**config.mk**
```make
export PLATFORM = sky130hd
export DESIGN_NAME = cmprs_mb_buf_top
export DESIGN_NICKNAME = d
export VERILOG_FILES = /design/src/rtl/cmprs_geom_pkg.sv /design/src/rtl/cmprs_buf_pkg.sv /design/src/rtl/cmprs_mb_buf_top.sv /design/src/rtl/mb_dispatch.sv /design/src/rtl/mb_frame_scan.sv /design/src/rtl/page_window.sv
export SDC_FILE = /design/constraint.sdc
export NUM_CORES = 1
export LEC_CHECK = 0
export BUFFER_PORTS_ARGS = -buffer_cell sky130_fd_sc_hd__buf_2
export CORE_ASPECT_RATIO = 1.1
export CORE_MARGIN = 5
export CORE_UTILIZATION = 27
export CTS_CLUSTER_DIAMETER = 80
export CTS_CLUSTER_SIZE = 12
export DETAILED_ROUTE_END_ITERATION = 16
export GPL_TIMING_DRIVEN = 0
export SYNTH_ARGS = -nofsm -noshare
export SYNTH_HDL_FRONTEND = slang
export SYNTH_SLANG_ARGS = --single-unit
```
**constraint.sdc**
```tcl
create_clock -name xclk -period 5.4 [get_ports xclk]
set_clock_uncertainty 0.1 [all_clocks]
set_input_delay 0.54 -clock xclk [delete_from_list [all_inputs] [get_ports xclk]]
set_output_delay 0.54 -clock xclk [all_outputs]
set_load 0.03 [all_outputs]
```
**src/rtl/cmprs_geom_pkg.sv**
```systemverilog
////////////////////////////////////////////////////////////
// compressor frame geometry
// macroblock counts, tile coordinates and the per-frame
// configuration record shared by the macroblock sequencer
////////////////////////////////////////////////////////////
package cmprs_geom_pkg;

    localparam int MB_CNT_W   = 13; // macroblock row/column counts
    localparam int PIX_X_W    = 7;  // pixel column inside a 128-pixel tile
    localparam int X_UNIT_W   = 5;  // 8-pixel columns plus a carry bit
    localparam int TILE_CODE_W = 2; // tile width selector

    typedef logic [MB_CNT_W-1:0]    mb_count_t;   // number of macroblocks minus one
    typedef logic [PIX_X_W-1:0]     pix_x_t;      // left pixel of a macroblock in its tile
    typedef logic [X_UNIT_W-1:0]    x_unit_t;     // column in units of 8 pixels
    typedef logic [TILE_CODE_W-1:0] tile_width_t; // 0:16, 1:32, 2:64, 3:128 pixels

    // configuration is held steady for the whole frame
    typedef struct packed {
        logic [4:0]  left_marg;          // left margin inside the first tile, in pixels
        mb_count_t   n_blocks_in_row_m1; // macroblocks per row minus one
        mb_count_t   n_block_rows_m1;    // macroblock rows per frame minus one
        logic [5:0]  mb_w_m1;            // macroblock width minus one, low 3 bits unused
        logic [4:0]  mb_hper;            // horizontal macroblock period, 8 or 16
        tile_width_t tile_width;         // memory tile width code
    } frame_cfg_t;

endpackage

```
**src/rtl/cmprs_buf_pkg.sv**
```systemverilog
////////////////////////////////////////////////////////////
// compressor page buffer bookkeeping
// page pointers, release queue depth and the records that
// pass a macroblock from the scanner to the pixel reader
////////////////////////////////////////////////////////////
package cmprs_buf_pkg;

    localparam int PAGE_PTR_W = 3; // page counter, one bit beyond the buffer page
    localparam int NUM_PAGES  = 4; // pages in the external read buffer
    localparam int REL_DEPTH  = 2; // accepted macroblocks not yet released

    typedef logic [PAGE_PTR_W-1:0]       page_ptr_t; // wraps modulo 8, low bits select the page
    typedef logic [$clog2(NUM_PAGES)-1:0] page_num_t; // physical buffer page
    typedef logic [1:0]                  page_cnt_t; // number of pages, 0 to 3

    // one macroblock as produced by the frame scanner
    typedef struct packed {
        logic [3:0] x_units;       // left column in 8-pixel units inside the tile
        page_cnt_t  last_page_ofs; // last spanned page counted from the oldest
        page_cnt_t  advance;       // pages freed once this macroblock is done
        logic       first_mb;      // first macroblock of the frame
        logic       last_mb;       // last macroblock of the frame
    } mb_desc_t;

    // macroblock start as offered to the pixel reader
    typedef struct packed {
        page_num_t               start_page;   // page holding the macroblock's left edge
        cmprs_geom_pkg::pix_x_t  macroblock_x; // left pixel relative to that page
        logic                    first_mb;     // first macroblock of the frame
        logic                    last_mb;      // last macroblock of the frame
    } mb_start_t;

endpackage

```
**src/rtl/cmprs_mb_buf_top.sv**
```systemverilog
`timescale 1ns/1ps
////////////////////////////////////////////////////////////
// compressor macroblock sequencer
// frame scanner and page window feed the dispatcher
////////////////////////////////////////////////////////////
module cmprs_mb_buf_top import cmprs_geom_pkg::*, cmprs_buf_pkg::*; (
    input  logic       xclk,
    input  logic       reset_page_rd, // clears the whole sequencer
    input  frame_cfg_t cfg,           // held during a frame
    input  logic       frame_en,      // low aborts the frame
    input  logic       frame_start,   // pulse, starts a frame
    input  logic       page_ready,    // pulse per page written
    input  logic       mb_ready,      // pixel reader ready
    input  logic       mb_release,    // pulse per finished macroblock
    output logic       mb_valid,      // macroblock start offered
    output mb_start_t  mb_start,      // start record
    output logic       next_page      // pulse per freed page
);

    logic      desc_valid;
    logic      desc_ready;
    mb_desc_t  desc;
    logic      adv_valid;
    page_cnt_t adv_count;
    page_ptr_t next_valid;
    page_ptr_t oldest;
    logic      rel_full;

    mb_frame_scan u_scan (
        .xclk(xclk), .reset_page_rd(reset_page_rd), .frame_en(frame_en),
        .frame_start(frame_start), .cfg(cfg),
        .desc_valid(desc_valid), .desc(desc), .desc_ready(desc_ready)
    );

    page_window u_window (
        .xclk(xclk), .reset_page_rd(reset_page_rd), .page_ready(page_ready),
        .adv_valid(adv_valid), .adv_count(adv_count), .mb_release(mb_release),
        .next_valid(next_valid), .oldest(oldest), .rel_full(rel_full),
        .next_page(next_page)
    );

    mb_dispatch u_dispatch (
        .xclk(xclk), .reset_page_rd(reset_page_rd),
        .desc_valid(desc_valid), .desc(desc), .desc_ready(desc_ready),
        .next_valid(next_valid), .oldest(oldest), .rel_full(rel_full),
        .cfg_marg_lo(cfg.left_marg[2:0]),
        .adv_valid(adv_valid), .adv_count(adv_count),
        .mb_valid(mb_valid), .mb_start(mb_start), .mb_ready(mb_ready)
    );

endmodule

```
**src/rtl/mb_dispatch.sv**
```systemverilog
`timescale 1ns/1ps
////////////////////////////////////////////////////////////
// macroblock dispatcher
// waits until the buffer holds every page a descriptor
// needs, then offers the macroblock start to the reader
////////////////////////////////////////////////////////////
module mb_dispatch import cmprs_geom_pkg::*, cmprs_buf_pkg::*; (
    input  logic       xclk,
    input  logic       reset_page_rd, // clears the offer
    input  logic       desc_valid,    // descriptor from the scanner
    input  mb_desc_t   desc,
    output logic       desc_ready,    // descriptor consumed
    input  page_ptr_t  next_valid,    // first page not yet received
    input  page_ptr_t  oldest,        // oldest page in use
    input  logic       rel_full,      // release queue has no room
    input  logic [2:0] cfg_marg_lo,   // pixel part of the left margin
    output logic       adv_valid,     // start accepted, advance the window
    output page_cnt_t  adv_count,     // pages to advance
    output logic       mb_valid,      // start offered to the reader
    output mb_start_t  mb_start,      // start record
    input  logic       mb_ready       // reader takes the start
);

    page_ptr_t needed;   // last page this macroblock reads
    page_ptr_t buf_diff; // needed minus next_valid, negative when present
    logic      buf_ok;   // every needed page is in the buffer
    logic      launch;   // register a new start
    logic      xfer;     // reader accepts the start
    pix_x_t    mb_x;

    always_comb begin
        needed   = oldest + page_ptr_t'(desc.last_page_ofs);
        buf_diff = needed - next_valid;
        buf_ok   = buf_diff[PAGE_PTR_W-1]; // sign bit of the modulo-8 difference
        mb_x     = {desc.x_units, cfg_marg_lo}; // 8-pixel column plus margin pixels
    end

    assign launch = !mb_valid && desc_valid && buf_ok && !rel_full;
    assign xfer   = mb_valid && mb_ready;

    assign desc_ready = xfer;        // descriptor is retired with its start
    assign adv_valid  = xfer;
    assign adv_count  = desc.advance; // still held by the scanner during xfer

    always_ff @(posedge xclk) begin
        if (reset_page_rd)   mb_valid <= 1'b0;
        else if (launch)     mb_valid <= 1'b1;
        else if (xfer)       mb_valid <= 1'b0;
    end

    // start record is captured once and held under back-pressure
    always_ff @(posedge xclk) begin
        if (launch) begin
            mb_start.start_page   <= oldest[1:0]; // oldest page is where the macroblock begins
            mb_start.macroblock_x <= mb_x;
            mb_start.first_mb     <= desc.first_mb;
            mb_start.last_mb      <= desc.last_mb;
        end
    end

    // the pages of an offered start stay in the buffer until it is taken
    a_buf_ready: assert property (@(posedge xclk) disable iff (reset_page_rd)
        mb_valid && desc_valid |-> buf_ok);

endmodule

```
**src/rtl/mb_frame_scan.sv**
```systemverilog
`timescale 1ns/1ps
////////////////////////////////////////////////////////////
// macroblock frame scanner
// walks the frame row by row and forms one descriptor per
// macroblock with its tile column and page span
////////////////////////////////////////////////////////////
module mb_frame_scan import cmprs_geom_pkg::*, cmprs_buf_pkg::*; (
    input  logic       xclk,
    input  logic       reset_page_rd, // clears the scanner
    input  logic       frame_en,      // low aborts the frame
    input  logic       frame_start,   // starts a frame when idle
    input  frame_cfg_t cfg,           // frame geometry
    output logic       desc_valid,    // descriptor offered
    output mb_desc_t   desc,          // current macroblock
    input  logic       desc_ready     // dispatcher takes the descriptor
);

    typedef enum logic [1:0] {PH_IDLE, PH_CALC, PH_OFFER} scan_phase_t;

    scan_phase_t phase;
    logic [3:0]  x_units;    // column of the next macroblock inside its tile
    mb_count_t   cols_left;  // macroblocks after this one in the row
    mb_count_t   rows_left;  // rows after this one in the frame
    x_unit_t     cur_x;      // column the descriptor is formed from
    mb_count_t   cur_cols;
    mb_count_t   cur_rows;
    x_unit_t     left_x;     // first column of every row
    x_unit_t     span_end;   // last 8-pixel column covered by the macroblock
    x_unit_t     x_inc;      // start column of the following macroblock, unwrapped
    x_unit_t     w_mask;     // tile width in units minus one
    logic [2:0]  tile_sh;    // log2 of the tile width in units
    logic        last_in_row;
    logic        start_ok;   // frame start accepted
    logic        xfer;       // descriptor handed over
    mb_desc_t    new_desc;

    assign start_ok = (phase == PH_IDLE) && frame_en && frame_start;
    assign xfer     = desc_valid && desc_ready;
    assign desc_valid = (phase == PH_OFFER);

    always_comb begin
        left_x   = x_unit_t'(cfg.left_marg[4:3]);
        cur_x    = (phase == PH_IDLE) ? left_x : {1'b0, x_units}; // idle means frame start
        cur_cols = (phase == PH_IDLE) ? cfg.n_blocks_in_row_m1 : cols_left;
        cur_rows = (phase == PH_IDLE) ? cfg.n_block_rows_m1 : rows_left;
        tile_sh  = {1'b0, cfg.tile_width} + 3'd1;                // 16 pixel tile is 2 units
        w_mask   = (x_unit_t'(2) << cfg.tile_width) - x_unit_t'(1);
        span_end = cur_x + x_unit_t'(cfg.mb_w_m1[5:3]);
        x_inc    = cur_x + x_unit_t'(cfg.mb_hper[4:3]);
        last_in_row = (cur_cols == '0);

        new_desc.x_units       = cur_x[3:0];
        new_desc.last_page_ofs = page_cnt_t'(span_end >> tile_sh);
        // row end frees every page the macroblock touched
        new_desc.advance       = last_in_row ? new_desc.last_page_ofs + page_cnt_t'(1)
                                             : page_cnt_t'(x_inc >> tile_sh);
        new_desc.first_mb      = (phase == PH_IDLE);
        new_desc.last_mb       = last_in_row && (cur_rows == '0);
    end

    always_ff @(posedge xclk) begin
        if (reset_page_rd) begin
            phase     <= PH_IDLE;
            x_units   <= '0;
            cols_left <= '0;
            rows_left <= '0;
        end else if (!frame_en) begin
            phase <= PH_IDLE; // pointers in the page window survive an abort
        end else begin
            case (phase)
                PH_IDLE: if (frame_start) begin
                    phase     <= PH_OFFER;           // first descriptor is formed right away
                    x_units   <= left_x[3:0];
                    cols_left <= cfg.n_blocks_in_row_m1;
                    rows_left <= cfg.n_block_rows_m1;
                end
                PH_CALC: phase <= PH_OFFER;
                PH_OFFER: if (xfer) begin
                    phase <= desc.last_mb ? PH_IDLE : PH_CALC;
                    if (last_in_row) begin
                        x_units   <= left_x[3:0];      // new row restarts at the margin
                        cols_left <= cfg.n_blocks_in_row_m1;
                        rows_left <= rows_left - 1'b1;
                    end else begin
                        x_units   <= x_inc[3:0] & w_mask[3:0]; // column wraps into the next tile
                        cols_left <= cols_left - 1'b1;
                    end
                end
                default: phase <= PH_IDLE;
            endcase
        end
    end

    always_ff @(posedge xclk) begin
        if (start_ok || (phase == PH_CALC)) desc <= new_desc;
    end

    // the dispatcher builds its start record from a held descriptor
    a_desc_stable: assert property (@(posedge xclk) disable iff (reset_page_rd)
        desc_valid && !desc_ready && frame_en |=> desc_valid && $stable(desc));

endmodule

```
**src/rtl/page_window.sv**
```systemverilog
`timescale 1ns/1ps
////////////////////////////////////////////////////////////
// buffer page window
// tracks received and oldest pages, queues the advance of
// each started macroblock and frees pages on release
////////////////////////////////////////////////////////////
module page_window import cmprs_buf_pkg::*; (
    input  logic      xclk,
    input  logic      reset_page_rd, // clears all pointers
    input  logic      page_ready,    // one page written into the buffer
    input  logic      adv_valid,     // macroblock start accepted
    input  page_cnt_t adv_count,     // pages to advance for that macroblock
    input  logic      mb_release,    // reader done with its oldest macroblock
    output page_ptr_t next_valid,    // first page not yet received
    output page_ptr_t oldest,        // oldest page still in use
    output logic      rel_full,      // no room for another started macroblock
    output logic      next_page      // one page freed
);

    page_cnt_t                          rel_q [REL_DEPTH]; // advances waiting for release
    logic [$clog2(REL_DEPTH)-1:0]       rel_wp;
    logic [$clog2(REL_DEPTH)-1:0]       rel_rp;
    logic [$clog2(REL_DEPTH+1)-1:0]     rel_cnt;
    logic                               rel_acc;  // release taken from the queue
    page_ptr_t                          pend;     // next_page pulses still owed
    page_ptr_t                          pend_nxt;

    assign rel_acc   = mb_release && (rel_cnt != '0);
    assign rel_full  = (rel_cnt == REL_DEPTH[$clog2(REL_DEPTH+1)-1:0]);
    assign next_page = (pend != '0); // one pulse per cycle while pages are owed

    always_comb begin
        pend_nxt = pend;
        if (pend != '0) pend_nxt = pend_nxt - 1'b1;
        if (rel_acc)    pend_nxt = pend_nxt + page_ptr_t'(rel_q[rel_rp]); // overlapping releases add up
    end

    always_ff @(posedge xclk) begin
        if (reset_page_rd) begin
            next_valid <= '0;
            oldest     <= '0;
            rel_wp     <= '0;
            rel_rp     <= '0;
            rel_cnt    <= '0;
            pend       <= '0;
        end else begin
            if (page_ready) next_valid <= next_valid + 1'b1;
            if (adv_valid) begin
                oldest <= oldest + page_ptr_t'(adv_count);
                rel_wp <= rel_wp + 1'b1;
            end
            if (rel_acc) rel_rp <= rel_rp + 1'b1;
            rel_cnt <= rel_cnt + adv_valid - rel_acc;
            pend    <= pend_nxt;
        end
    end

    always_ff @(posedge xclk) begin
        if (adv_valid) rel_q[rel_wp] <= adv_count;
    end

    // the dispatcher holds off starts while the queue is full
    a_no_push_full: assert property (@(posedge xclk) disable iff (reset_page_rd)
        adv_valid |-> !rel_full);
    // the reader releases only macroblocks it has accepted
    a_no_rel_empty: assert property (@(posedge xclk) disable iff (reset_page_rd)
        mb_release |-> rel_cnt != '0);

endmodule

```
==> summary.md, run 1 <==
| Metric | Value |
|---|---|
| MaxCap Viol Count | `0` |
| Fmax | `271.3 MHz` |
| WP data required | `5390 ps` |
| Routability cong. | `0.8567` |
| CP endpoint kind | `register` |
| CTS Buffer Depth | `2` |
| Post-layout util | `33.15%` |
| Relative slew slack | `30.33%` |
| Peak VDD IR | `0.0001582 V` |
| Met2 WL | `5.392 mm` |
| Complex-gate fraction of the synthesized area | `18.28%` |
| Cells after synthesis | `442` |
| Reg2Reg Setup Slack | `1710 ps` |
| Clock Power Share | `36.6%` |
| Antenna diode count | `0` |
| Clock latency on the worst-skew pair | `330 ps` |
| Setup slack at placement | `1714 ps` |
| Clock period minus worst slack | `3686 ps` |
| Vias | `3642` |
| Mean post-synth cell area | `8.982 um^2` |
| P_leak | `1.848 nW` |
| Slew @ Worst Pin | `1045 ps` |
| Critical path arrival | `3680 ps` |
| Critical path launch point type | `register` |
| P_int | `1.115 mW` |
| Psw | `0.4907 mW` |
| Mapped Area | `3970 um^2` |
| Power per cell area | `335.4 nW/um^2` |
| Switching share of power | `30.56%` |
| Pin count of the biggest net entering global routing | `13` |
| Reg2reg end | `u_scan.desc[3]$_DFFE_PP_` |
| Die width | `125.6 um` |
| # rows | `46` |
| Post-layout net count | `579` |
| WL final | `11.23 mm` |
| Logic pwr share | `23.7%` |
| EDFF count, synth | `25` |
| Slew Limit Fails | `0` |
| Avg WL per Cell | `15.91 um` |
| Reg2reg start | `u_scan.phase[1]$_SDFFE_PP0P_` |
| Clk sinks | `72` |
| Area share of the largest cell type after synthesis | `23.70%` |
| Tcrit/Tclk final | `68.25%` |
| Crit Path Class | `reg2reg` |
| Largest family of logic cells by synthesized area | `simple AND/OR/NAND/NOR gates` |
| Die ar. | `17230 um^2` |
| GRT Resource Usage Total | `13.27%` |
| Hold Vio Cnt, Final | `0` |
| GRT overflow | `0` |
| Synth Area in Adders | `7.469%` |
| Dominant cell type by area after synthesis | `dfxtp_1` |
| Hold Crit Start | `cfg[39]` |
| Yosys warns | `0` |
| Area contributors post-synth | `dfxtp_1 24%, edfxtp_1 19%, nor2_1 4.4%` |
| Worst R2R Path Depth | `10` |
| Final WS setup | `1714 ps` |
| Setup violations, final | `0` |
| RSZ-0062 raised after global routing | `false` |
| Std-Cell Core Area | `14450 um^2` |
| Critical path peak fanout | `10` |
| Number of port buffers | `55` |
| Post-synth top cells | `47 x dfxtp_1, 47 x nor2_1, 46 x nand2_1, 27 x a21oi_1` |
| Via density | `5.159` |
| Final TNS setup | `0 ps` |
| CTS tree | `built` |
| Drt drc | `0` |
| Dpl cell area | `4499 um^2` |
| Layout cell share with drive strength beyond 1 | `17.51%` |
| Total clock buffers created by CTS | `9` |
| Uppermost routed layer | `met4` |
| Synth-to-layout area growth | `20.61%` |
| Simple-Gate Fraction of Synth Area | `20.86%` |
| Seq pwr share | `39.7%` |
| Initial Util | `27.48%` |
| Post-CTS Hold Buffers | `0` |
| CTS resizes | `0` |
| Synth Flop Type | `dfxtp_1` |
| Crit path to | `u_scan.desc[3]$_DFFE_PP_` |
| DR iter-0 viols | `253` |
| Met3 WL | `622 um` |
| Worst-path clk slew | `60 ps` |
| Clk root buf | `clkbuf_16` |
| Number of global-route vias before repair | `3753` |
| Net count after synthesis | `512` |
| Initial antenna violation count | `0` |
| H-tree levels | `3` |
| Drt first pass iters | `5` |
| Io pins | `64` |
| Postcts setup bufs | `0` |
| FFs w/ async S/R, synth | `0%` |
| XOR/XNOR Fraction of Synth Area | `3.530%` |
| Die height | `137.2 um` |
| Hold Path Class | `in2reg` |
| Outcome | `completed` |
| Synth cell types | `60` |
| Sequential-to-total area share from yosys stat | `42.61%` |
| Antenna-violating nets left | `0` |
| First-pass GRT wire length | `18.49 mm` |
| Critical Path Start | `u_scan.phase[1]$_SDFFE_PP0P_` |
| DP HPWL | `8.523 mm` |
| FF+latch count, synth | `72` |
| Final instance area | `4788 um^2` |
| Mux contribution to synthesized area | `2.458%` |
| WL met1 | `5.039 mm` |
layout make-up:
type | instances | area, um^2
Buffer | 22 | 100.1
Clock buffer | 10 | 229.0
Clock inverter | 6 | 60.06
Fill cell | 1487 | 9658
Inverter | 24 | 90.09
Multi-Input combinational cell | 324 | 2095
Sequential cell | 72 | 1692
Tap cell | 192 | 240.2
Timing Repair Buffer | 56 | 282.8
sequential cells by signal, indices dropped and copies added (netlist names), named ones only:
register	count
u_dispatch.mb_valid	1
u_scan.desc	10
u_scan.rows_left	13
u_scan.x_units	4
u_window.rel_rp	1
u_dispatch.mb_start	11
u_window.oldest	3
u_window.rel_q	4
u_window.rel_cnt	2
u_window.pend	3
u_scan.cols_left	13
u_scan.phase	2
u_window.rel_wp	1
u_window.next_valid	3
routing by layer:
| metal | up-vias | GRT usage, % |
|---|---|---|
| met4 | 0 | 4.819 |
| li1 | 1747 | - |
| met2 | 116 | 22.65 |
| met1 | 1763 | 16.56 |
| met5 | - | 0 |
| met3 | 16 | 2.908 |
power by group through the flow:
stage          clock network, mW  registers, mW  logic, mW
6_report                   0.587          0.638      0.381
3_3_place_gp                   0          0.646      0.366
5_1_grt                    0.618          0.643      0.434
3_5_place_dp                   0          0.649      0.381
2_1_floorplan                  0          0.649      0.271
4_1_cts                    0.595          0.638      0.385
per-stage QoR:
stage,cells,power [mW],hold slack (ps)
3_5_place_dp,690,1.030,308.9
5_1_grt,706,1.696,274.0
2_1_floorplan,442,0.9199,300.3
4_1_cts,706,1.618,279.5
3_3_place_gp,689,1.013,308.8
6_report,706,1.606,286.2
critical path, cell delays in order, from the launching register on:
cell and delay [ps]:
dfxtp_1 320, buf_2 180, or2_2 360, inv_1 210, mux2_2 430, ha_1 320
o2111a_1 160, or4_4 540, a311o_1 390, a221oi_2 240, and3b_1 190
kinds of logic after synthesis:
kind of cell	count (synthesis)
buffers and inverters	46
XOR/XNOR	16
adder cells (fa/ha/maj)	21
multiplexers	9
AND/OR/NAND/NOR	169
AO/OA/AOI/OAI	109
flip-flops	72
cells in the final DEF, fill, tap and decap left out, types with 7 or more instances in the layout:
master and instances:
a22oi_1 8, clkbuf_16 9, inv_1 24, a21oi_1 27, nand2_1 46, buf_2 57, ha_1 14, dfxtp_1 47
o21ai_0 25, nand4_1 7, nand3_1 12, edfxtp_1 25, xnor2_1 11, nor3_1 15, nor2_1 47, nor4_1 7
a211oi_1 9, clkbuf_1 17
worst min-delay path by stage:
stage                                  endpoint  slack (ps)  cells after the start
2_1_floorplan  u_dispatch.mb_start[1]$_DFFE_PP_         300                      0
3_3_place_gp   u_dispatch.mb_start[6]$_DFFE_PP_         310                      0
3_5_place_dp   u_dispatch.mb_start[5]$_DFFE_PP_         310                      0
4_1_cts        u_dispatch.mb_start[2]$_DFFE_PP_         280                      1
5_1_grt        u_dispatch.mb_start[4]$_DFFE_PP_         270                      1
6_report       u_dispatch.mb_start[2]$_DFFE_PP_         290                      1
No activity file was read; power rests on OpenSTA's default activity.
==> run 2: changes to the inputs <==
Clock period 5.4 ns to 3.1 ns, I/O delays scaled along.
==> summary.md, run 2 (same netlist as run 1, synthesis figures left out) <==
| Metric | Value |
|---|---|
| CTS tree | `built` |
| Crit Path Class | `reg2reg` |
| Drt drc | `0` |
| Relative slew slack | `39.83%` |
| Clock Power Share | `34.5%` |
| Multi-input gate area | `2145 um^2` |
| Hold_ws | `50.35 ps` |
| Avg WL per Cell | `15.80 um` |
| P_int | `1.871 mW` |
| Non-filler cells, final | `711` |
| Number of global-route vias before repair | `3639` |
| Critical path peak fanout | `4` |
| DR iter-0 viols | `282` |
| Fillers | `1502` |
| CP max stage cell | `or4_4` |
| Layout cell share with drive strength beyond 1 | `19.27%` |
| Clk root buf | `clkbuf_16` |
| Tcrit/Tclk final | `99.41%` |
| Commonest cells after routing, fill and taps aside | `56 x buf_2, 47 x nor2_1, 46 x nand2_1` |
| Clk sinks | `72` |
| Hold Vio Cnt, Final | `0` |
| Antenna-violating nets left | `0` |
| H-tree levels | `3` |
| Top Family by Delay on Critical Path | `simple AND/OR/NAND/NOR gates` |
| Slew Limit Fails | `0` |
| Drt first pass iters | `5` |
| Vias | `3682` |
| FF+latch area | `1699 um^2` |
| Routability cong. | `0.8794` |
| RSZ-0062 raised after global routing | `true` |
| Critical Path, Cell by Cell | `or2_4 -> inv_4 -> mux2_4 -> ha_4 -> maj3_2 -> or4_4 -> a311o_1 -> a221oi_2 -> and3b_1` |
| DP HPWL | `8.420 mm` |
| CP endpoint kind | `register` |
| Worst path bufs/invs | `1` |
| First-pass GRT wire length | `18.17 mm` |
| Number of port buffers | `55` |
| Die width | `125.6 um` |
| Critical path launch point type | `register` |
| CP peak stage delay | `430 ps` |
| Logic pwr share | `25.0%` |
| Slew @ Worst Pin | `902.5 ps` |
| Fmax | `324.5 MHz` |
| Post-layout net count | `584` |
| Power per cell area | `563.1 nW/um^2` |
| Initial antenna violation count | `0` |
| CTS Buffer Depth | `2` |
| Clock period minus worst slack | `3082 ps` |
| Psw | `0.8663 mW` |
| Worst-path clk slew | `60 ps` |
| Seq pwr share | `40.6%` |
| Pin count of the biggest net entering global routing | `13` |
| Post-CTS Hold Buffers | `0` |
| Switching share of power | `31.65%` |
| Via density | `5.179` |
| MaxCap Viol Count | `0` |
| Peak VDD IR | `0.0002427 V` |
| Die ar. | `17230 um^2` |
| Setup violations, final | `0` |
| GRT Resource Usage Total | `13.16%` |
| Critical path arrival | `3080 ps` |
| Hold Path Class | `in2reg` |
| Commonest non-fill, non-tap cell in the layout | `buf_2` |
| WL final | `11.23 mm` |
| Clock latency on the worst-skew pair | `340 ps` |
| Post-placement cell count | `689` |
| Largest registers | `u_scan.cols_left (13), u_scan.rows_left (13), u_dispatch.mb_start (11)` |
| Synth-to-layout area growth | `22.47%` |
| Total clock buffers created by CTS | `9` |
| Std-Cell Core Area | `14450 um^2` |
| Die height | `137.2 um` |
| Antenna diode count | `0` |
| Final Total Pwr | `2.738 mW` |
| Initial Util | `27.48%` |
| Io pins | `64` |
| # rows | `46` |
| P_leak | `1.869 nW` |
| WP data required | `3100 ps` |
| GRT overflow | `0` |
| Outcome | `completed` |
[run 2: final timing paths]
path / start / end / slack, ps / cells after the start
hold / removal: cfg[39] / u_dispatch.mb_start[2]$_DFFE_PP_ / 50 / 1
setup / recovery: u_scan.phase[1]$_SDFFE_PP0P_ / u_scan.desc[3]$_DFFE_PP_ / 20 / 9
setup reg to reg: u_scan.phase[1]$_SDFFE_PP0P_ / u_scan.desc[3]$_DFFE_PP_ / 20 / 9
hold reg to reg: u_scan.desc[7]$_DFFE_PP_ / u_dispatch.mb_start[6]$_DFFE_PP_ / 320 / 0
[run 2: layout make-up]
cell class              count  area share, %
multi-input cells         324          44.11
clock inverters             5         0.6948
well taps                 192          4.941
clock buffers              11          4.786
repair buffers             63          6.897
flip-flops and latches     72          34.95
inverters                  24          1.904
plain buffers              20          1.724
[run 2: worst reg2reg max path, cell delays in order, from the launching register on]
cell	delay [ps]
dfxtp_4	350
or2_4	270
inv_4	60
mux2_4	320
ha_4	160
maj3_2	310
or4_4	430
a311o_1	410
a221oi_2	230
and3b_1	200
[run 2: metrics by stage]
step | setup slack [ps] | utilization [%] | area (um^2) | setup TNS [ps]
detailed placement | -196.3 | 31.37 | 4532 | -227.8
finish | 18.41 | 33.66 | 4862 | 0
CTS | -32.01 | 33.58 | 4851 | -32.01
floorplan | -23.07 | - | 4004 | -23.07
global placement | -301.6 | 31.28 | 4519 | -3654
global route | -28.10 | 33.66 | 4862 | -28.10
[run 2: metal layers]
metal  up-vias  global-route usage [%]  part of all wire [%]
met1      1779                   16.23                    44
met5         -                       0                     0
li1       1757                       -                     -
met3        16                   3.877                   6.5
met2       130                   21.91                    48
met4         0                   4.819                   1.6
[run 2: timing repair]
item / in CTS / in global routing
buffers inserted: 8 / 0
pin swaps: 7 / 4
resized for setup: 5 / 2
endpoints found under the setup margin: 2 / 26
gates cloned: 0 / 0
[run 2: power groups by stage]
| stage | clock network [mW] | registers [mW] | logic, mW |
|---|---|---|---|
| after global routing | 0.997 | 1.12 | 0.767 |
| after floorplan | 0 | 1.13 | 0.479 |
| final | 0.943 | 1.11 | 0.684 |
| after detailed placement | 0 | 1.13 | 0.677 |
| after global placement | 0 | 1.13 | 0.649 |
| after CTS | 0.961 | 1.11 | 0.687 |
==> run 3: changes to the inputs <==
Settings changed: PLACE_DENSITY_LB_ADDON set to 0.3.
==> summary.md, run 3 (same netlist as run 1, synthesis figures left out) <==
| Metric | Value |
|---|---|
| Logic pwr share | `23.7%` |
| DR iter-0 viols | `162` |
| H-tree levels | `3` |
| WP data required | `3080 ps` |
| Std-Cell Core Area | `14450 um^2` |
| Psw | `0.8704 mW` |
| Io pins | `64` |
| Clk root buf | `clkbuf_16` |
| Die ar. | `17230 um^2` |
| CTS Buffer Depth | `2` |
| Synth-to-layout area growth | `24.77%` |
| WL final | `11.52 mm` |
| Commonest non-fill, non-tap cell in the layout | `buf_2` |
| Slew Limit Fails | `0` |
| Antenna diode count | `0` |
| Post-layout net count | `587` |
| Final instance area | `4954 um^2` |
| Hold Vio Cnt, Final | `0` |
| P_int | `2.039 mW` |
| GRT Resource Usage Total | `13.47%` |
| Crit Path Class | `reg2reg` |
| Power per cell area | `587.4 nW/um^2` |
| First-pass GRT wire length | `18.46 mm` |
| P_leak | `1.912 nW` |
| CP endpoint kind | `register` |
| Worst-path clk slew | `60 ps` |
| RSZ-0062 raised after global routing | `true` |
| Initial Util | `27.48%` |
| Commonest cells after routing, fill and taps aside | `56 x buf_2, 47 x nor2_1, 46 x nand2_1` |
| DP HPWL | `8.588 mm` |
| Outcome | `completed` |
| Setup violations, final | `0` |
| Clk sinks | `72` |
| Vias | `3676` |
| CTS tree | `built` |
| Dpl cell area | `4532 um^2` |
| Hold Path Class | `in2reg` |
| Layout cell share with drive strength beyond 1 | `19.92%` |
| Clock Power Share | `38.1%` |
| MaxCap Viol Count | `0` |
| Pin count of the biggest net entering global routing | `13` |
| Antenna-violating nets left | `0` |
| Total clock buffers created by CTS | `9` |
| Relative slew slack | `37.41%` |
| Largest registers | `u_scan.cols_left (13), u_scan.rows_left (13), u_dispatch.mb_start (11)` |
| GRT overflow | `0` |
| Number of global-route vias before repair | `3728` |
| Non-filler cells, final | `714` |
| Clock latency on the worst-skew pair | `330 ps` |
| Critical path peak fanout | `3` |
| Peak VDD IR | `0.0002768 V` |
| Fmax | `324.1 MHz` |
| Number of port buffers | `55` |
| Die height | `137.2 um` |
| Via density | `5.148` |
| Drt first pass iters | `5` |
| Post-placement cell count | `689` |
| Initial antenna violation count | `0` |
| Tcrit/Tclk final | `99.52%` |
| Critical path arrival | `3070 ps` |
| Critical path launch point type | `register` |
| Routability cong. | `0.8697` |
| Clock period minus worst slack | `3085 ps` |
| Avg WL per Cell | `16.13 um` |
| Final TNS setup | `0 ps` |
| Switching share of power | `29.91%` |
| Seq pwr share | `38.2%` |
| Slew @ Worst Pin | `938.9 ps` |
| Drt drc | `0` |
| # rows | `46` |
| Die width | `125.6 um` |
run 3: changes by cell type in the layout (fill, tap and decap cells not counted), moves of 2 or more:
| cell | previous run | this run |
|---|---|---|
| clkinv_1 | 0 | 2 |
| clkinv_2 | 2 | 0 |
| bufinv_16 | 0 | 2 |
| buf_4 | 8 | 10 |
run 3: path summary, 6_finish.rpt:
| check | from | to | slack (ps) | cells past startpoint |
|---|---|---|---|---|
| setup / recovery | u_scan.phase[1]$_SDFFE_PP0P_ | u_scan.desc[3]$_DFFE_PP_ | 10 | 9 |
| hold / removal | cfg[39] | u_dispatch.mb_start[2]$_DFFE_PP_ | 60 | 1 |
| setup reg to reg | u_scan.phase[1]$_SDFFE_PP0P_ | u_scan.desc[3]$_DFFE_PP_ | 10 | 9 |
| hold reg to reg | u_scan.desc[9]$_DFFE_PP_ | u_dispatch.mb_start[8]$_DFFE_PP_ | 320 | 0 |
run 3: routing by layer:
metal	track usage [%]	up-vias	part of all wire (%)
met4	7.651	0	2.9
met5	0	-	0
li1	-	1772	-
met3	2.365	25	5.3
met1	16.13	1756	43
met2	22.92	123	49
run 3: cell type report:
| cell class | count | area (um^2) |
|---|---|---|
| sequential | 72 | 1699 |
| buffer | 20 | 83.83 |
| fill | 1477 | 9493 |
| inverter | 24 | 92.59 |
| multi-input combinational | 324 | 2155 |
| clock inverter | 6 | 83.83 |
| tap | 192 | 240.2 |
| clock buffer | 10 | 229.0 |
| timing repair buffer | 66 | 370.4 |
run 3: stage by stage:
step	hold slack, ps	setup slack, ps	utilization [%]	power [mW]
5_1_grt	46.86	-23.40	34.29	3.063
3_5_place_dp	306.2	-227.1	31.37	1.801
2_1_floorplan	300.3	-23.07	-	1.610
6_report	60.72	14.79	34.29	2.910
4_1_cts	48.17	-59.19	33.95	2.924
3_3_place_gp	308.1	-353.4	31.28	1.783
run 3: repair_timing:
action	4_1_cts	5_1_grt
gates resized for setup	5	4
endpoints found under the setup margin	2	25
hold buffers	0	0
pin swaps	5	6
setup buffers	9	2
run 3: power groups by stage:
stage                     combinational, mW  sequential (mW)  clock, mW
after global placement                0.656             1.13          0
after CTS                             0.686             1.11       1.13
after floorplan                       0.479             1.13          0
after detailed placement              0.671             1.13          0
final                                 0.689             1.11       1.11
after global routing                  0.779             1.12       1.16
run 3: worst max-delay path: stages (launching register included):
cell and delay (ps):
dfxtp_4 350, or2_4 270, inv_4 60, mux2_4 320, ha_4 220, o2111a_1 130, or4_4 550, a211o_4 350
a221oi_2 270, and3b_1 200
